**config.mk**
```make
export PLATFORM = sky130hd
export DESIGN_NAME = vsi_modulation_top
export DESIGN_NICKNAME = d
export VERILOG_FILES = /design/src/source/modulation_control_pkg.sv /design/src/source/pwm_register_map_pkg.sv /design/src/source/vsi_modulation_top.sv /design/src/source/write_arbiter.sv /design/src/source/compare_calculator.sv /design/src/source/command_sequencer.sv
export SDC_FILE = /design/constraint.sdc
export NUM_CORES = 1
export LEC_CHECK = 0
export BUFFER_PORTS_ARGS = -buffer_cell sky130_fd_sc_hd__buf_2
export CAP_MARGIN = 20
export CORE_MARGIN = 2
export CORE_UTILIZATION = 35
export CTS_CLUSTER_DIAMETER = 80
export DETAILED_ROUTE_END_ITERATION = 10
export SLEW_MARGIN = 15
export SYNTH_ARGS = -nofsm -noshare
export SYNTH_HDL_FRONTEND = slang
export SYNTH_SLANG_ARGS = --single-unit
```
**constraint.sdc**
```tcl
create_clock -name clock -period 4.7 [get_ports clock]
set_clock_uncertainty 0.15 [all_clocks]
set_input_delay 0.235 -clock clock [delete_from_list [all_inputs] [get_ports clock]]
set_output_delay 0.235 -clock clock [all_outputs]
set_load 0.005 [all_outputs]
```
**src/source/modulation_control_pkg.sv**
```systemverilog
// Types shared by the modulation front end blocks
// Offsets are relative to the PWM base, which is added only at the output port
`default_nettype none

package modulation_control_pkg;

    localparam int write_width = 32;
    localparam int duty_width = 16;

    // Modulator run state as seen by the host and the compare calculator
    typedef enum logic {
        modulator_off = 1'b0,
        modulator_on = 1'b1
    } modulator_status_t;

    // Register offset before the base address is applied
    typedef logic [write_width-1:0] write_offset_t;

    typedef logic [write_width-1:0] write_word_t;

    // Period and duty are counts of the PWM timer clock
    typedef logic [duty_width-1:0] duty_t;

endpackage

`default_nettype wire

```
**src/source/pwm_register_map_pkg.sv**
```systemverilog
// Register map of the external PWM generator, as offsets from its base address
// Offsets assume the generator's 32-bit register stride of 4 bytes
`default_nettype none

package pwm_register_map_pkg;

    // Control register and the words that switch the modulator
    localparam logic [31:0] ctrl_offset = 32'h0;
    localparam logic [31:0] ctrl_enable_word = 32'h1128;
    localparam logic [31:0] ctrl_disable_word = 32'h1100;

    // Compare, period and setup registers all sit above this offset
    localparam logic [31:0] compare_base = 32'h100;

    function automatic logic [31:0] compare_low_offset(input int unsigned i);
        return compare_base + 32'(4 * i);
    endfunction

    function automatic logic [31:0] compare_high_offset(input int unsigned i,
                                                        input int unsigned n_channels);
        return compare_base + 32'(4 * (i + n_channels));
    endfunction

    function automatic logic [31:0] period_offset(input int unsigned n_channels);
        return compare_base + 32'(4 * (3 * n_channels + 1));
    endfunction

    // The three setup writes, issued in index order 0, 1, 2
    function automatic logic [31:0] config_offset(input int unsigned k,
                                                  input int unsigned n_channels);
        case (k)
            0: return ctrl_offset;
            1: return compare_base + 32'(4 * (3 * n_channels + 5));
            default: return compare_base + 32'(4 * (3 * n_channels + 3));
        endcase
    endfunction

    function automatic logic [31:0] config_word(input int unsigned k);
        case (k)
            0: return ctrl_disable_word;
            1: return 32'h1;
            default: return 32'hff;
        endcase
    endfunction

endpackage

`default_nettype wire
```
**src/source/vsi_modulation_top.sv**
```systemverilog
// Front end of the inverter modulator, producing register writes for a PWM generator
// write_ready may stall at any time, so output latency is not fixed
`timescale 1ns/1ps
`default_nettype none

module vsi_modulation_top
    import modulation_control_pkg::*;
#(
    parameter logic [31:0] PWM_BASE_ADDR = 32'h0,
    parameter int N_PHASES = 4,
    parameter int N_PWM_CHANNELS = 4
) (
    input  wire logic          clock,
    input  wire logic          reset,
    input  wire logic          configure,
    input  wire logic          start,
    input  wire logic          stop,
    input  wire logic [3:0]    update,
    input  duty_t              period,
    input  duty_t              duty [N_PHASES],
    input  wire logic          write_ready,
    output logic [31:0]        write_dest,
    output write_word_t        write_data,
    output logic               write_valid,
    output logic               done,
    output modulator_status_t  modulator_status
);

    write_offset_t seq_offset;
    write_word_t seq_data;
    logic seq_valid;
    logic seq_ready;

    write_offset_t calc_offset;
    write_word_t calc_data;
    logic calc_valid;
    logic calc_ready;
    logic calc_last;

    command_sequencer #(
        .N_PWM_CHANNELS(N_PWM_CHANNELS)
    ) command_sequencer_i (
        .clock(clock),
        .reset(reset),
        .configure(configure),
        .start(start),
        .stop(stop),
        .seq_ready(seq_ready),
        .seq_offset(seq_offset),
        .seq_data(seq_data),
        .seq_valid(seq_valid),
        .done(done),
        .modulator_status(modulator_status)
    );

    compare_calculator #(
        .N_PHASES(N_PHASES),
        .N_PWM_CHANNELS(N_PWM_CHANNELS)
    ) compare_calculator_i (
        .clock(clock),
        .reset(reset),
        .update(update),
        .period(period),
        .duty(duty),
        .modulator_status(modulator_status),
        .calc_ready(calc_ready),
        .calc_offset(calc_offset),
        .calc_data(calc_data),
        .calc_valid(calc_valid),
        .calc_last(calc_last)
    );

    write_arbiter #(
        .PWM_BASE_ADDR(PWM_BASE_ADDR)
    ) write_arbiter_i (
        .clock(clock),
        .reset(reset),
        .seq_offset(seq_offset),
        .seq_data(seq_data),
        .seq_valid(seq_valid),
        .seq_ready(seq_ready),
        .calc_offset(calc_offset),
        .calc_data(calc_data),
        .calc_valid(calc_valid),
        .calc_last(calc_last),
        .calc_ready(calc_ready),
        .write_dest(write_dest),
        .write_data(write_data),
        .write_valid(write_valid),
        .write_ready(write_ready)
    );

endmodule

`default_nettype wire

```
**src/source/write_arbiter.sv**
```systemverilog
// Merges sequencer and calculator writes onto the external write port
// Sequencer wins between streams, but a started calculator burst runs to its last write
// One cycle of latency through the output register, full throughput when ready stays high
`timescale 1ns/1ps
`default_nettype none

module write_arbiter
    import modulation_control_pkg::*;
#(
    parameter logic [31:0] PWM_BASE_ADDR = 32'h0
) (
    input  wire logic      clock,
    input  wire logic      reset,
    input  write_offset_t  seq_offset,
    input  write_word_t    seq_data,
    input  wire logic      seq_valid,
    output logic           seq_ready,
    input  write_offset_t  calc_offset,
    input  write_word_t    calc_data,
    input  wire logic      calc_valid,
    input  wire logic      calc_last,
    output logic           calc_ready,
    output logic [31:0]    write_dest,
    output write_word_t    write_data,
    output logic           write_valid,
    input  wire logic      write_ready
);

    logic burst_lock;
    logic out_free;
    logic seq_accept;
    logic calc_accept;

    // Output register can take a new write if empty or draining this cycle
    assign out_free = !write_valid || write_ready;

    assign seq_ready = out_free && !burst_lock && seq_valid;
    assign calc_ready = out_free && (burst_lock || !seq_valid);

    assign seq_accept = seq_valid && seq_ready;
    assign calc_accept = calc_valid && calc_ready;

    always_ff @(posedge clock) begin
        if (!reset) begin
            write_valid <= 1'b0;
            burst_lock <= 1'b0;
        end else begin
            if (seq_accept || calc_accept) begin
                write_valid <= 1'b1;
            end else if (write_ready) begin
                write_valid <= 1'b0;
            end

            // Hold the grant on the calculator until its last write passes
            if (calc_accept) begin
                burst_lock <= !calc_last;
            end
        end
    end

    always_ff @(posedge clock) begin
        if (seq_accept) begin
            write_dest <= PWM_BASE_ADDR + seq_offset;
            write_data <= seq_data;
        end else if (calc_accept) begin
            write_dest <= PWM_BASE_ADDR + calc_offset;
            write_data <= calc_data;
        end
    end

    write_valid_held: assert property (
        @(posedge clock) disable iff (!reset)
        write_valid && !write_ready |=>
            write_valid && $stable(write_dest) && $stable(write_data)
    );

    // No sequencer write may slip into the middle of a compare burst
    burst_not_split: assert property (
        @(posedge clock) disable iff (!reset)
        calc_accept && !calc_last |=> !seq_accept until_with (calc_accept && calc_last)
    );

endmodule

`default_nettype wire

```
**src/source/compare_calculator.sv**
```systemverilog
// Computes centre-aligned compare pairs and streams them as one write burst
// Updates are only served while the modulator is off, otherwise they wait
// Duty larger than the period wraps the low compare value
`timescale 1ns/1ps
`default_nettype none

module compare_calculator
    import pwm_register_map_pkg::*;
    import modulation_control_pkg::*;
#(
    parameter int N_PHASES = 4,
    parameter int N_PWM_CHANNELS = 4
) (
    input  wire logic              clock,
    input  wire logic              reset,
    input  wire logic [3:0]        update,
    input  duty_t                  period,
    input  duty_t                  duty [N_PHASES],
    input  modulator_status_t      modulator_status,
    input  wire logic              calc_ready,
    output write_offset_t          calc_offset,
    output write_word_t            calc_data,
    output logic                   calc_valid,
    output logic                   calc_last
);

    // One period write followed by a low and high compare per phase
    localparam int BURST_LENGTH = 1 + 2 * N_PHASES;
    localparam int INDEX_WIDTH = $clog2(BURST_LENGTH);
    localparam logic [INDEX_WIDTH-1:0] LAST_INDEX = INDEX_WIDTH'(BURST_LENGTH - 1);

    logic update_pending;
    logic start_calc;
    logic calc_accept;
    logic [INDEX_WIDTH-1:0] burst_index;
    logic [INDEX_WIDTH-1:0] compare_index;
    duty_t half_period;
    duty_t compare_low [N_PHASES];
    duty_t compare_high [N_PHASES];
    write_word_t burst_data [BURST_LENGTH];

    // The calculator is idle whenever no burst is being presented
    assign start_calc = update_pending && modulator_status == modulator_off && !calc_valid;
    assign calc_accept = calc_valid && calc_ready;

    assign half_period = period >> 1;

    always_comb begin
        for (int i = 0; i < N_PHASES; i++) begin
            compare_low[i] = half_period - (duty[i] >> 1);
            compare_high[i] = half_period + (duty[i] >> 1);
        end
    end

    always_ff @(posedge clock) begin
        if (!reset) begin
            update_pending <= 1'b0;
            calc_valid <= 1'b0;
            burst_index <= '0;
        end else begin
            // A fresh update in the serving cycle keeps the flag set
            update_pending <= (update_pending && !start_calc) || (|update);
            if (start_calc) begin
                calc_valid <= 1'b1;
                burst_index <= '0;
            end else if (calc_accept) begin
                if (burst_index == LAST_INDEX) begin
                    calc_valid <= 1'b0;
                end else begin
                    burst_index <= burst_index + 1'b1;
                end
            end
        end
    end

    // Values are captured once and stay put for the whole burst
    always_ff @(posedge clock) begin
        if (start_calc) begin
            burst_data[0] <= write_word_t'(period);
            for (int i = 0; i < N_PHASES; i++) begin
                burst_data[1 + 2 * i] <= write_word_t'(compare_low[i]);
                burst_data[2 + 2 * i] <= write_word_t'(compare_high[i]);
            end
        end
    end

    // Odd compare positions carry the low value, even ones the high value
    assign compare_index = burst_index - 1'b1;

    always_comb begin
        if (burst_index == '0) begin
            calc_offset = period_offset(N_PWM_CHANNELS);
        end else if (compare_index[0]) begin
            calc_offset = compare_high_offset(compare_index >> 1, N_PWM_CHANNELS);
        end else begin
            calc_offset = compare_low_offset(compare_index >> 1);
        end
    end

    assign calc_data = burst_data[burst_index];
    assign calc_last = burst_index == LAST_INDEX;

    calc_valid_held: assert property (
        @(posedge clock) disable iff (!reset)
        calc_valid && !calc_ready |=> calc_valid && $stable(calc_offset) && $stable(calc_data)
    );

endmodule

`default_nettype wire

```
**src/source/command_sequencer.sv**
```systemverilog
// Turns configure, start and stop pulses into PWM register writes
// Commands arriving while a write is still outstanding are dropped
// When several commands come together, configure wins over start, start over stop
`timescale 1ns/1ps
`default_nettype none

module command_sequencer
    import pwm_register_map_pkg::*;
    import modulation_control_pkg::*;
#(
    parameter int N_PWM_CHANNELS = 4
) (
    input  wire logic              clock,
    input  wire logic              reset,
    input  wire logic              configure,
    input  wire logic              start,
    input  wire logic              stop,
    input  wire logic              seq_ready,
    output write_offset_t          seq_offset,
    output write_word_t            seq_data,
    output logic                   seq_valid,
    output logic                   done,
    output modulator_status_t      modulator_status
);

    typedef enum logic [1:0] {
        seq_idle,
        seq_configuring,
        seq_control
    } seq_state_t;

    seq_state_t seq_state;
    logic [1:0] config_index;
    logic seq_accept;

    assign seq_accept = seq_valid && seq_ready;

    always_ff @(posedge clock) begin
        if (!reset) begin
            seq_state <= seq_idle;
            config_index <= 2'd0;
            seq_valid <= 1'b0;
            done <= 1'b0;
            modulator_status <= modulator_off;
        end else begin
            done <= 1'b0;
            case (seq_state)
                seq_idle: begin
                    if (configure) begin
                        config_index <= 2'd0;
                        seq_valid <= 1'b1;
                        seq_state <= seq_configuring;
                    end else if (start) begin
                        modulator_status <= modulator_on;
                        seq_valid <= 1'b1;
                        seq_state <= seq_control;
                    end else if (stop) begin
                        modulator_status <= modulator_off;
                        seq_valid <= 1'b1;
                        seq_state <= seq_control;
                    end
                end
                seq_configuring: begin
                    if (seq_accept) begin
                        if (config_index == 2'd2) begin
                            // Last setup write has gone, report completion next cycle
                            seq_valid <= 1'b0;
                            done <= 1'b1;
                            seq_state <= seq_idle;
                        end else begin
                            config_index <= config_index + 2'd1;
                        end
                    end
                end
                seq_control: begin
                    if (seq_accept) begin
                        seq_valid <= 1'b0;
                        seq_state <= seq_idle;
                    end
                end
                default: seq_state <= seq_idle;
            endcase
        end
    end

    // Payload follows the same decisions as the FSM above
    always_ff @(posedge clock) begin
        if (seq_state == seq_idle) begin
            if (configure) begin
                seq_offset <= config_offset(0, N_PWM_CHANNELS);
                seq_data <= config_word(0);
            end else if (start) begin
                seq_offset <= ctrl_offset;
                seq_data <= ctrl_enable_word;
            end else if (stop) begin
                seq_offset <= ctrl_offset;
                seq_data <= ctrl_disable_word;
            end
        end else if (seq_state == seq_configuring && seq_accept && config_index != 2'd2) begin
            seq_offset <= config_offset(config_index + 2'd1, N_PWM_CHANNELS);
            seq_data <= config_word(config_index + 2'd1);
        end
    end

    start_stop_exclusive: assert property (
        @(posedge clock) disable iff (!reset) !(start && stop)
    );

    seq_valid_held: assert property (
        @(posedge clock) disable iff (!reset)
        seq_valid && !seq_ready |=> seq_valid && $stable(seq_offset) && $stable(seq_data)
    );

endmodule

`default_nettype wire

```
==> run metrics, run 1 <==
Num Clock Sinks about 190; WP data arrival between 3 and 4 ns; count of flip-flops with a built-in enable after synthesis around 170; relative slew slack approximately 30%; Netlist Area Pre-Place 0.0132 mm^2; DR WL/cell ~16 um; largest net degree at the start of global routing 82; final-stage net count 1597; Clk Tree Root Cell clkbuf_16; Layout area overhead 11.0%; total power between 4000 and 5000 uW; number of global-route vias before repair 9123; Setup crit end kind register; Synth top cells by count edfxtp_1 (167), ha_1 (130), inv_1 (115), nor2_1 (106), a21oi_1 (95); initial DRC count 554; Reg clk slew, reported paths about 0.070 ns; crit path from period[1]; Die X 198 um; worst hold path type input port to register; GR Overflow Total 0; crit path kind input port to register; CP required ~4.8 ns; hold-fix buffers at CTS 9; Final TNS setup 0 ns; num rows 71; die area around 0.04 mm^2; FMAX 303 MHz; clk_lat worst skew 0.44 ns; Post-route DRC 0; FF+latch count, synth 186; Max Cap Viol 0; cell repeated most along the worst path a211oi_1; H-tree depth 4; vias per cell slightly below 5; dominant cells by area after synthesis edfxtp_1 (38%), ha_1 (12%), xnor2_1 (5.2%); dpl hpwl 23700 um; CTS max path bufs 2; Port-buffer cells 110; main flop type after synthesis edfxtp_1; antenna-violating nets left 0; CP max FO 6; worst path buffer plus inverter count 3; GRT Total Usage 15.9%; Layout Utilization 39.2%; leakage 0.00595 uW; CTS tree done; Num CTS Buffers 17; delay-heaviest family, CP compound AO/OA/AOI/OAI gates; Worst Hold Launch period[15]; post_cts resized 0; crit path max-delay cell type dlygate4sd3_1; Final Cycle Share 70.3%; Pwr Density 335 mW/mm^2; via count 9218; most frequent cell after synthesis edfxtp_1; cells along the critical path dlygate4sd3_1 -> buf_2 -> inv_1 -> ha_1 -> fa_1 -> nor2b_1 -> o2111ai_1 -> a211oi_1 -> a211oi_1 -> o41ai_1 -> a21oi_1 -> xnor2_1; placer's final routability congestion estimate 0.847; area of the multi-input gates 0.00698 mm^2; initial antenna violation count 6; Worst setup SP type input port; core area 0.0375 mm^2; setup violators final 0; top-area cell type share of the netlist area 37.9%; maximum VDD drop 0.175 mV; syn avg cell area approximately 10 um^2; status finished, final reports clean; first-pass GRT wire length 47900 um; drt pass-1 iters 4; Tmin final 3.30 ns; RSZ-0062 raised after global routing no; Max Slew Vio Count 0; I/O pin count 157; Netlist cell types 74; Initial Util 35.3%; postcts setup bufs 0; CP max stage delay approximately 0.52 ns; Yosys warning count 0; height of the die 198 um; leading area contributor after synthesis edfxtp_1; Least-Margin Pin Slew ~1.1 ns; FILL cells 3728; Reg area 0.00540 mm^2; Cells after Synth roughly 1.3k; fraction of registers with async set/reset 0%; share of post-route cells with drive strength above 1 between 10 and 15%; Fin. Hold Viols 0; final WL 31000 um; sequential fraction of the synthesis area 40.8%
==> layout make-up <==
type	instances	share of cell area (%)
multi-input cells	923	47.5
flip-flops and latches	186	36.7
repair buffers	125	4.80
well taps	511	4.35
inverters	116	2.98
clock buffers	19	2.94
clock inverters	13	0.698
diodes	3	0.0511
==> state kept, by name, indices dropped and copies added (netlist names), named ones only <==
register / cells
command_sequencer_i.config_index: 2
command_sequencer_i.done: 1
command_sequencer_i.modulator_status: 1
command_sequencer_i.seq_data: 2
command_sequencer_i.seq_offset: 3
command_sequencer_i.seq_state: 2
command_sequencer_i.seq_valid: 1
compare_calculator_i.burst_data: 140
compare_calculator_i.burst_index: 4
compare_calculator_i.calc_valid: 1
compare_calculator_i.update_pending: 1
write_arbiter_i.burst_lock: 1
write_arbiter_i.write_data: 16
write_arbiter_i.write_dest: 6
write_arbiter_i.write_valid: 1
==> power breakdown <==
group | switching (uW) | internal [uW]
Sequential | 88.8 | 2150
Combinational | 773 | 551
Clock | 637 | 723
Total | 1500 | 3430
==> worst reg2reg max path, cell delays in order (launching register included) <==
cell and delay, ns:
dfxtp_2 0.88, buf_4 0.44, mux4_2 0.54, mux2i_1 0.19
nor2_1 0.07, a21oi_1 0.15, nor2_1 0.06
==> cell usage in the layout (no fill, tap or decap), drive strengths merged, types with 20 or more instances in the layout <==
cell / n
a21oi: 97
buf: 116
conb: 42
edfxtp: 167
ha: 130
inv: 117
mux2i: 25
nand2: 41
nor2: 106
nor2b: 31
nor3: 36
o21ai: 42
o21bai: 24
xnor2: 79
xor2: 20
==> metrics by stage <==
step	area [um^2]	std cells	hold slack, ns	setup WS, ns
detailed placement	14100	1851	0.278	1.28
floorplan	13400	1326	0.184	0.834
CTS	14700	1892	0.00377	1.38
global placement	14100	1851	0.278	1.31
global route	14700	1894	0.00726	1.22
finish	14700	1896	0.0178	1.40
==> layer usage <==
metal | global-route usage, % | up-vias | wire [um] | part of all wire (%)
li1 | - | 4663 | - | -
met1 | 21.0 | 4346 | 14700 | 47
met2 | 26.6 | 173 | 14500 | 47
met3 | 3.48 | 30 | 1390 | 4.5
met4 | 3.84 | 6 | 370 | 1.2
met5 | 0 | - | 27 | 0.087
==> logic make-up after synthesis <==
logic type,Yosys count,synth area share (%)
xor+xnor,99,6.55
flops,186,40.8
fa+ha+maj,138,13.5
simple gates,304,11.3
other cells,1,0.0283
compound gates,284,14.5
mux,56,5.72
buf+inv,217,7.70
==> worst paths after layout <==
| path | slack, ns | endpoint | cells after the start |
|---|---|---|---|
| min reg2reg | 0.33 | compare_calculator_i.update_pending | 2 |
| max | 1.40 | compare_calculator_i.burst_data[3][14] | 12 |
| max reg2reg | 1.97 | write_arbiter_i.write_data[13] | 6 |
| min | 0.02 | compare_calculator_i.burst_data[0][15] | 1 |
(Power assumes the default switching activity.)
==> run 2, diff against run 1 <==
clock period = 3.2 ns   (was 4.7 ns; I/O delays follow)
==> run 2 against run 1 <==
Effect of this change: clock power increased by 60%; worst hold slack gained 0.0013 ns; via count is 3.3% higher; final cell count up 2.2%; die area stayed put; sequential share of layout area shrank 1.2 points; sequential cell count unchanged; non-clock buffer count grew 42; final area increased by 3.4%.
==> run metrics, run 2 (synthesis gave the netlist of run 1 again) <==
Layout area overhead 14.8%; CP max stage delay 0.52 ns (about the same); crit path max-delay cell type dlygate4sd3_1; met3 Use GR 2.15% (-1.3 points); dpl hpwl 24200 um (+2.1%); Die X 198 um (unchanged); Final Cycle Share a little over nine tenths; cell repeated most along the worst path a21oi_1; worst reg2reg path startpoint command_sequencer_i.seq_state[0]; flop-to-flop setup slack 0.76 ns (-1.21 ns); Num Clock Sinks 186 (unchanged); leakage 0.00619 uW (+3.9%); Setup crit end kind register; core area 0.0375 mm^2 (unchanged); Fin. Hold Viols 0 (unchanged); initial DRC count 726 (+31%); placer's final routability congestion estimate 0.857 (+1.2%); worst path buffer plus inverter count 4 (+1); worst hold path type input port to register; crit path kind input port to register; clk_lat worst skew 0.44 ns (about the same); setup violators final 0 (unchanged); share of post-route cells with drive strength above 1 15.6% (+1.3 points); Final TNS setup 0 ns (unchanged); DR WL/cell 16.2 um (-1.2%); GR Overflow Total 0 (unchanged); drt pass-1 iters 4 (unchanged); antenna-violating nets left 0 (unchanged); final WL 31300 um (+1.0%); met1 Track Usage GR 22.0% (+1.0 points); Pwr Density 492 mW/mm^2 (+47%); initial antenna violation count 2 (-4); first-pass GRT wire length 48500 um (+1.2%); Max Cap Viol 0 (unchanged); dpl cells 1870 (+1.0%); CTS max path bufs 2 (unchanged); Post-route DRC 0 (unchanged); H-tree depth 4 (unchanged); I/O pin count 157 (unchanged); vias per cell 4.91 (+1.0%); fin area 0.0152 mm^2 (+3.4%); CTS tree done; via count 9518 (+3.3%); Worst R2R End command_sequencer_i.seq_state[0]; Worst Hold End compare_calculator_i.burst_data[0][2]; number of global-route vias before repair 9189 (+0.72%); maximum VDD drop 0.328 mV (+88%); Worst setup SP type input port; Clk Tree Root Cell clkbuf_16; Tmin final 3.07 ns; height of the die 198 um (unchanged); Placement Cell Area 0.0142 mm^2 (+1.3%); FF-to-FF path depth 8 (+2); Global Route met2 Usage 26.7% (+0.17 points); CP required 3.23 ns (-1.52 ns); CP max FO 4 (-2); largest net degree at the start of global routing 47 (-43%); Max Slew Vio Count 0 (unchanged); Top Usage Layer GRT met2; Port-buffer cells 110 (unchanged); FMAX around 330 MHz; Reg clk slew, reported paths 0.08 ns (about the same); status finished, final reports clean; final hold slack 0.0192 ns (+0.00133 ns); Num CTS Buffers 17 (unchanged); RSZ-0062 raised after global routing no; Least-Margin Pin Slew 0.700 ns (-0.351 ns); setup ws final 0.128 ns (-1.27 ns); GRT Total Usage 16.0% (+0.13 points); num rows 71 (unchanged); Initial Util 35.3% (unchanged); WP data arrival 3.10 ns (-0.25 ns); Worst Hold Launch period[2]; delay-heaviest family, CP compound AO/OA/AOI/OAI gates; Largest register FFs 140 (unchanged); die area 0.0394 mm^2 (unchanged); final-stage net count 1639 (+2.6%); most frequent cells in the layout edfxtp_1 (167), ha_1 (130), inv_1 (114); top flop regs compare_calculator_i.burst_data: 140 flops, write_arbiter_i.write_data: 16 flops, write_arbiter_i.write_dest: 6 flops; hold path depth 2 (+1); relative slew slack 53.2% (+23 points); commonest non-fill, non-tap cell in the layout edfxtp_1; cells along the critical path dlygate4sd3_1 -> buf_2 -> inv_1 -> buf_4 -> ha_1 -> fa_1 -> nor2b_1 -> o21ai_0 -> a21oi_1 -> a41oi_1 -> a21oi_1 -> or3_1 -> nand4_1; register with the most flip-flops compare_calculator_i.burst_data; post-route insts no fill 1938 (+2.2%); Place WS 0.195 ns (-1.09 ns)
==> run 2: cell count changes in the layout (fill, tap and decap cells not counted), sizes merged <==
cell and delta:
bufinv -1, buf +18, dlygate4sd3 +24, clkinvlp -2
inv +5, clkbuf -2
==> run 2: report_power, final <==
group	internal (uW)	switching, uW
logic	854	1160
clock network	1070	1110
registers	3160	121
total	5080	2390
==> run 2: timing repair <==
| item | CTS | global route |
|---|---|---|
| setup endpoints to repair | 0 | 2 |
| endpoints found under the hold margin | 36 | 0 |
| hold buffers | 33 | 0 |
| setup buffers | 0 | 0 |
| resized for setup | 0 | 2 |
==> run 2: worst reg2reg max path, cell delays in order, from the launching register on <==
cell and delay [ns]:
dfxtp_1 0.34, inv_1 0.09, ha_1 0.36, nand2b_1 0.16, nor3_1 0.26, o21bai_1 0.24
nand2_1 0.09, a21boi_0 0.15, dlygate4sd3_1 0.56
==> run 2: through the flow <==
stage / util, % / total power (uW)
global placement: 38.0 / 5270
global route: 40.5 / 7870
detailed placement: 38.0 / 5310
CTS: 40.5 / 7540
finish: 40.5 / 7480
floorplan: - / 4710
==> run 2: cell type report <==
| type | count | area (um^2) |
|---|---|---|
| Tap cell | 511 | 639 |
| Multi-Input combinational cell | 923 | 6990 |
| Inverter | 116 | 439 |
| Fill cell | 3672 | 22300 |
| Sequential cell | 186 | 5400 |
| Clock inverter | 15 | 189 |
| Clock buffer | 17 | 425 |
| Timing Repair Buffer | 167 | 1110 |
| Antenna cell | 3 | 7.51 |
==> run 2: layer usage <==
metal | up-vias | part of all wire (%) | wire [um]
li1 | 4740 | - | -
met1 | 4557 | 48 | 14900
met2 | 204 | 46 | 14500
met3 | 17 | 4.7 | 1480
met4 | 0 | 1.3 | 395
met5 | - | 0 | 0
==> run 2: worst max-delay path by stage <==
| stage | depth (start not counted) | end | startpoint |
|---|---|---|---|
| after global routing | 13 | compare_calculator_i.burst_data[2][14] | period[1] |
| after CTS | 13 | compare_calculator_i.burst_data[2][14] | period[1] |
| after floorplan | 3 | compare_calculator_i.burst_data[0][0] | command_sequencer_i.modulator_status |
| after detailed placement | 11 | compare_calculator_i.burst_data[3][14] | period[1] |
| final | 13 | compare_calculator_i.burst_data[5][14] | period[1] |
| after global placement | 11 | compare_calculator_i.burst_data[3][14] | period[1] |
==> run 3, diff against run 2 <==
RECOVER_POWER = 50   (was not set)
==> run 3 against run 2 <==
Effect of this change: die area stayed put; combinational power is 2% lower; largest cell class unchanged; final cell count stayed put; power is 0.43% lower; highest routed layer unchanged; register-to-register slack worse by 0.44 ns; first-iteration DRC count is 4.0% lower; via count is 0.41% higher; sequential power hardly changed; worst setup slack hardly changed.
==> run metrics, run 3 (synthesis gave the netlist of run 1 again) <==
Clk Tree Root Cell clkbuf_16; first-pass GRT wire length 48500 um (unchanged); Final TNS setup 0 ns (unchanged); commonest non-fill, non-tap cell in the layout edfxtp_1; clk_lat worst skew 0.44 ns (about the same); dpl hpwl 24200 um (unchanged); Largest register FFs 140 (unchanged); num rows 71 (unchanged); Port-buffer cells 110 (unchanged); postcts setup bufs 0 (unchanged); GR Overflow Total 0 (unchanged); Fin. Hold Viols 0 (unchanged); Max Cap Viol 0 (unchanged); leakage 0.00609 uW (-1.6%); setup violators final 0 (unchanged); vias per cell 4.93 (+0.41%); Least-Margin Pin Slew 1.37 ns (+0.672 ns); via count 9557 (+0.41%); Tmin final 3.07 ns (-0.000401 ns); WP data arrival 3.10 ns (about the same); maximum VDD drop 0.329 mV (+0.14%); CTS tree done; Die X 198 um (unchanged); register with the most flip-flops compare_calculator_i.burst_data; placer's final routability congestion estimate 0.857 (unchanged); Layout area overhead 14.2%; dpl cells 1870 (unchanged); Final Cycle Share 96.0% (about the same); final WL 31300 um (about the same); height of the die 198 um (unchanged); FILL cells 3690 (+0.49%); antenna-violating nets left 0 (unchanged); largest net degree at the start of global routing 47 (unchanged); CP required 3.23 ns (about the same); relative slew slack 8.01% (-45 points); Num Clock Sinks 186 (unchanged); CTS max path bufs 2 (unchanged); most frequent cells in the layout edfxtp_1 (167), ha_1 (130), inv_1 (114); H-tree depth 4 (unchanged); I/O pin count 157 (unchanged); GRT Total Usage 16.0% (unchanged); initial antenna violation count 2 (unchanged); drt pass-1 iters 7 (+3); number of global-route vias before repair 9189 (unchanged); final-stage net count 1639 (unchanged); Initial Util 35.3% (unchanged); Post-route DRC 0 (unchanged); Worst setup SP type input port; top flop regs compare_calculator_i.burst_data: 140 flops, write_arbiter_i.write_data: 16 flops, write_arbiter_i.write_dest: 6 flops; worst hold path type input port to register; die area 0.0394 mm^2 (unchanged); DR WL/cell 16.2 um (about the same); Reg area 0.00540 mm^2 (unchanged); Max Slew Vio Count 0 (unchanged); area of the multi-input gates 0.00698 mm^2 (-0.16%); FMAX 326 MHz (about the same); Pwr Density 492 mW/mm^2 (+0.10%); status finished, final reports clean; core area 0.0375 mm^2 (unchanged); share of post-route cells with drive strength above 1 13.3% (-2.3 points); RSZ-0062 raised after global routing no; CP max FO 4 (unchanged); post-route insts no fill 1938 (unchanged); Reg clk slew, reported paths 0.09 ns (about the same); Layout Utilization 40.3% (-0.21 points); Num CTS Buffers 17 (unchanged); Setup crit end kind register; initial DRC count 697 (-4.0%); crit path kind input port to register
run 3: layout make-up:
| class | instances | share of cell area [%] |
|---|---|---|
| repair buffers | 167 | 6.91 |
| inverters | 116 | 2.89 |
| multi-input cells | 923 | 46.2 |
| clock buffers | 17 | 2.81 |
| well taps | 511 | 4.23 |
| flip-flops and latches | 186 | 35.7 |
| diodes | 3 | 0.0497 |
| clock inverters | 15 | 1.25 |
run 3: per-layer routing:
metal  track usage (%)  up-vias  wire (um)
met1              22.0     4587      14900
met3              2.15       17       1530
met4              4.01        0        396
met2              26.7      211      14500
li1                  -     4742          -
met5                 0        -          0
run 3: power by group:
group	total, uW	internal, uW	leakage [uW]	switching [uW]
registers	3290	3160	0.00174	123
clock network	2170	1070	0.000297	1110
logic	1980	824	0.00405	1160
run 3: critical path, cell delays in order:
cell,delay (ns)
dlygate4sd3_1,0.52
buf_2,0.16
inv_1,0.07
buf_4,0.15
ha_1,0.22
fa_1,0.42
nor2b_1,0.13
o21ai_0,0.13
a21oi_1,0.26
a41oi_1,0.23
a21oi_1,0.39
or3_1,0.17
nand4_1,0.08
run 3: worst paths after layout:
path | endpoint | slack (ns) | startpoint | cells after the start
min | compare_calculator_i.burst_data[1][15] | 0.04 | duty[63] | 4
min reg2reg | write_arbiter_i.burst_lock | 0.34 | write_arbiter_i.burst_lock | 2
max | compare_calculator_i.burst_data[5][14] | 0.13 | period[1] | 13
max reg2reg | compare_calculator_i.burst_data[2][7] | 0.32 | compare_calculator_i.calc_valid | 4
run 3: per-stage QoR:
| stage | cell area, um^2 | hold slack, ns | setup slack (ns) | total power, uW |
|---|---|---|---|---|
| 2_1_floorplan | 13400 | 0.109 | 0.0406 | 4710 |
| 3_3_place_gp | 14200 | 0.201 | 0.186 | 5270 |
| 3_5_place_dp | 14200 | 0.201 | 0.195 | 5310 |
| 4_1_cts | 15200 | 0.00936 | 0.0892 | 7540 |
| 5_1_grt | 15100 | 0.0416 | 0.0236 | 7840 |
| 6_report | 15100 | 0.0387 | 0.129 | 7440 |
run 3: repair_timing:
action,4_1_cts,5_1_grt
hold endpoints to repair,36,0
hold buffers,33,0
gates resized for setup,0,2
setup endpoints to repair,0,2
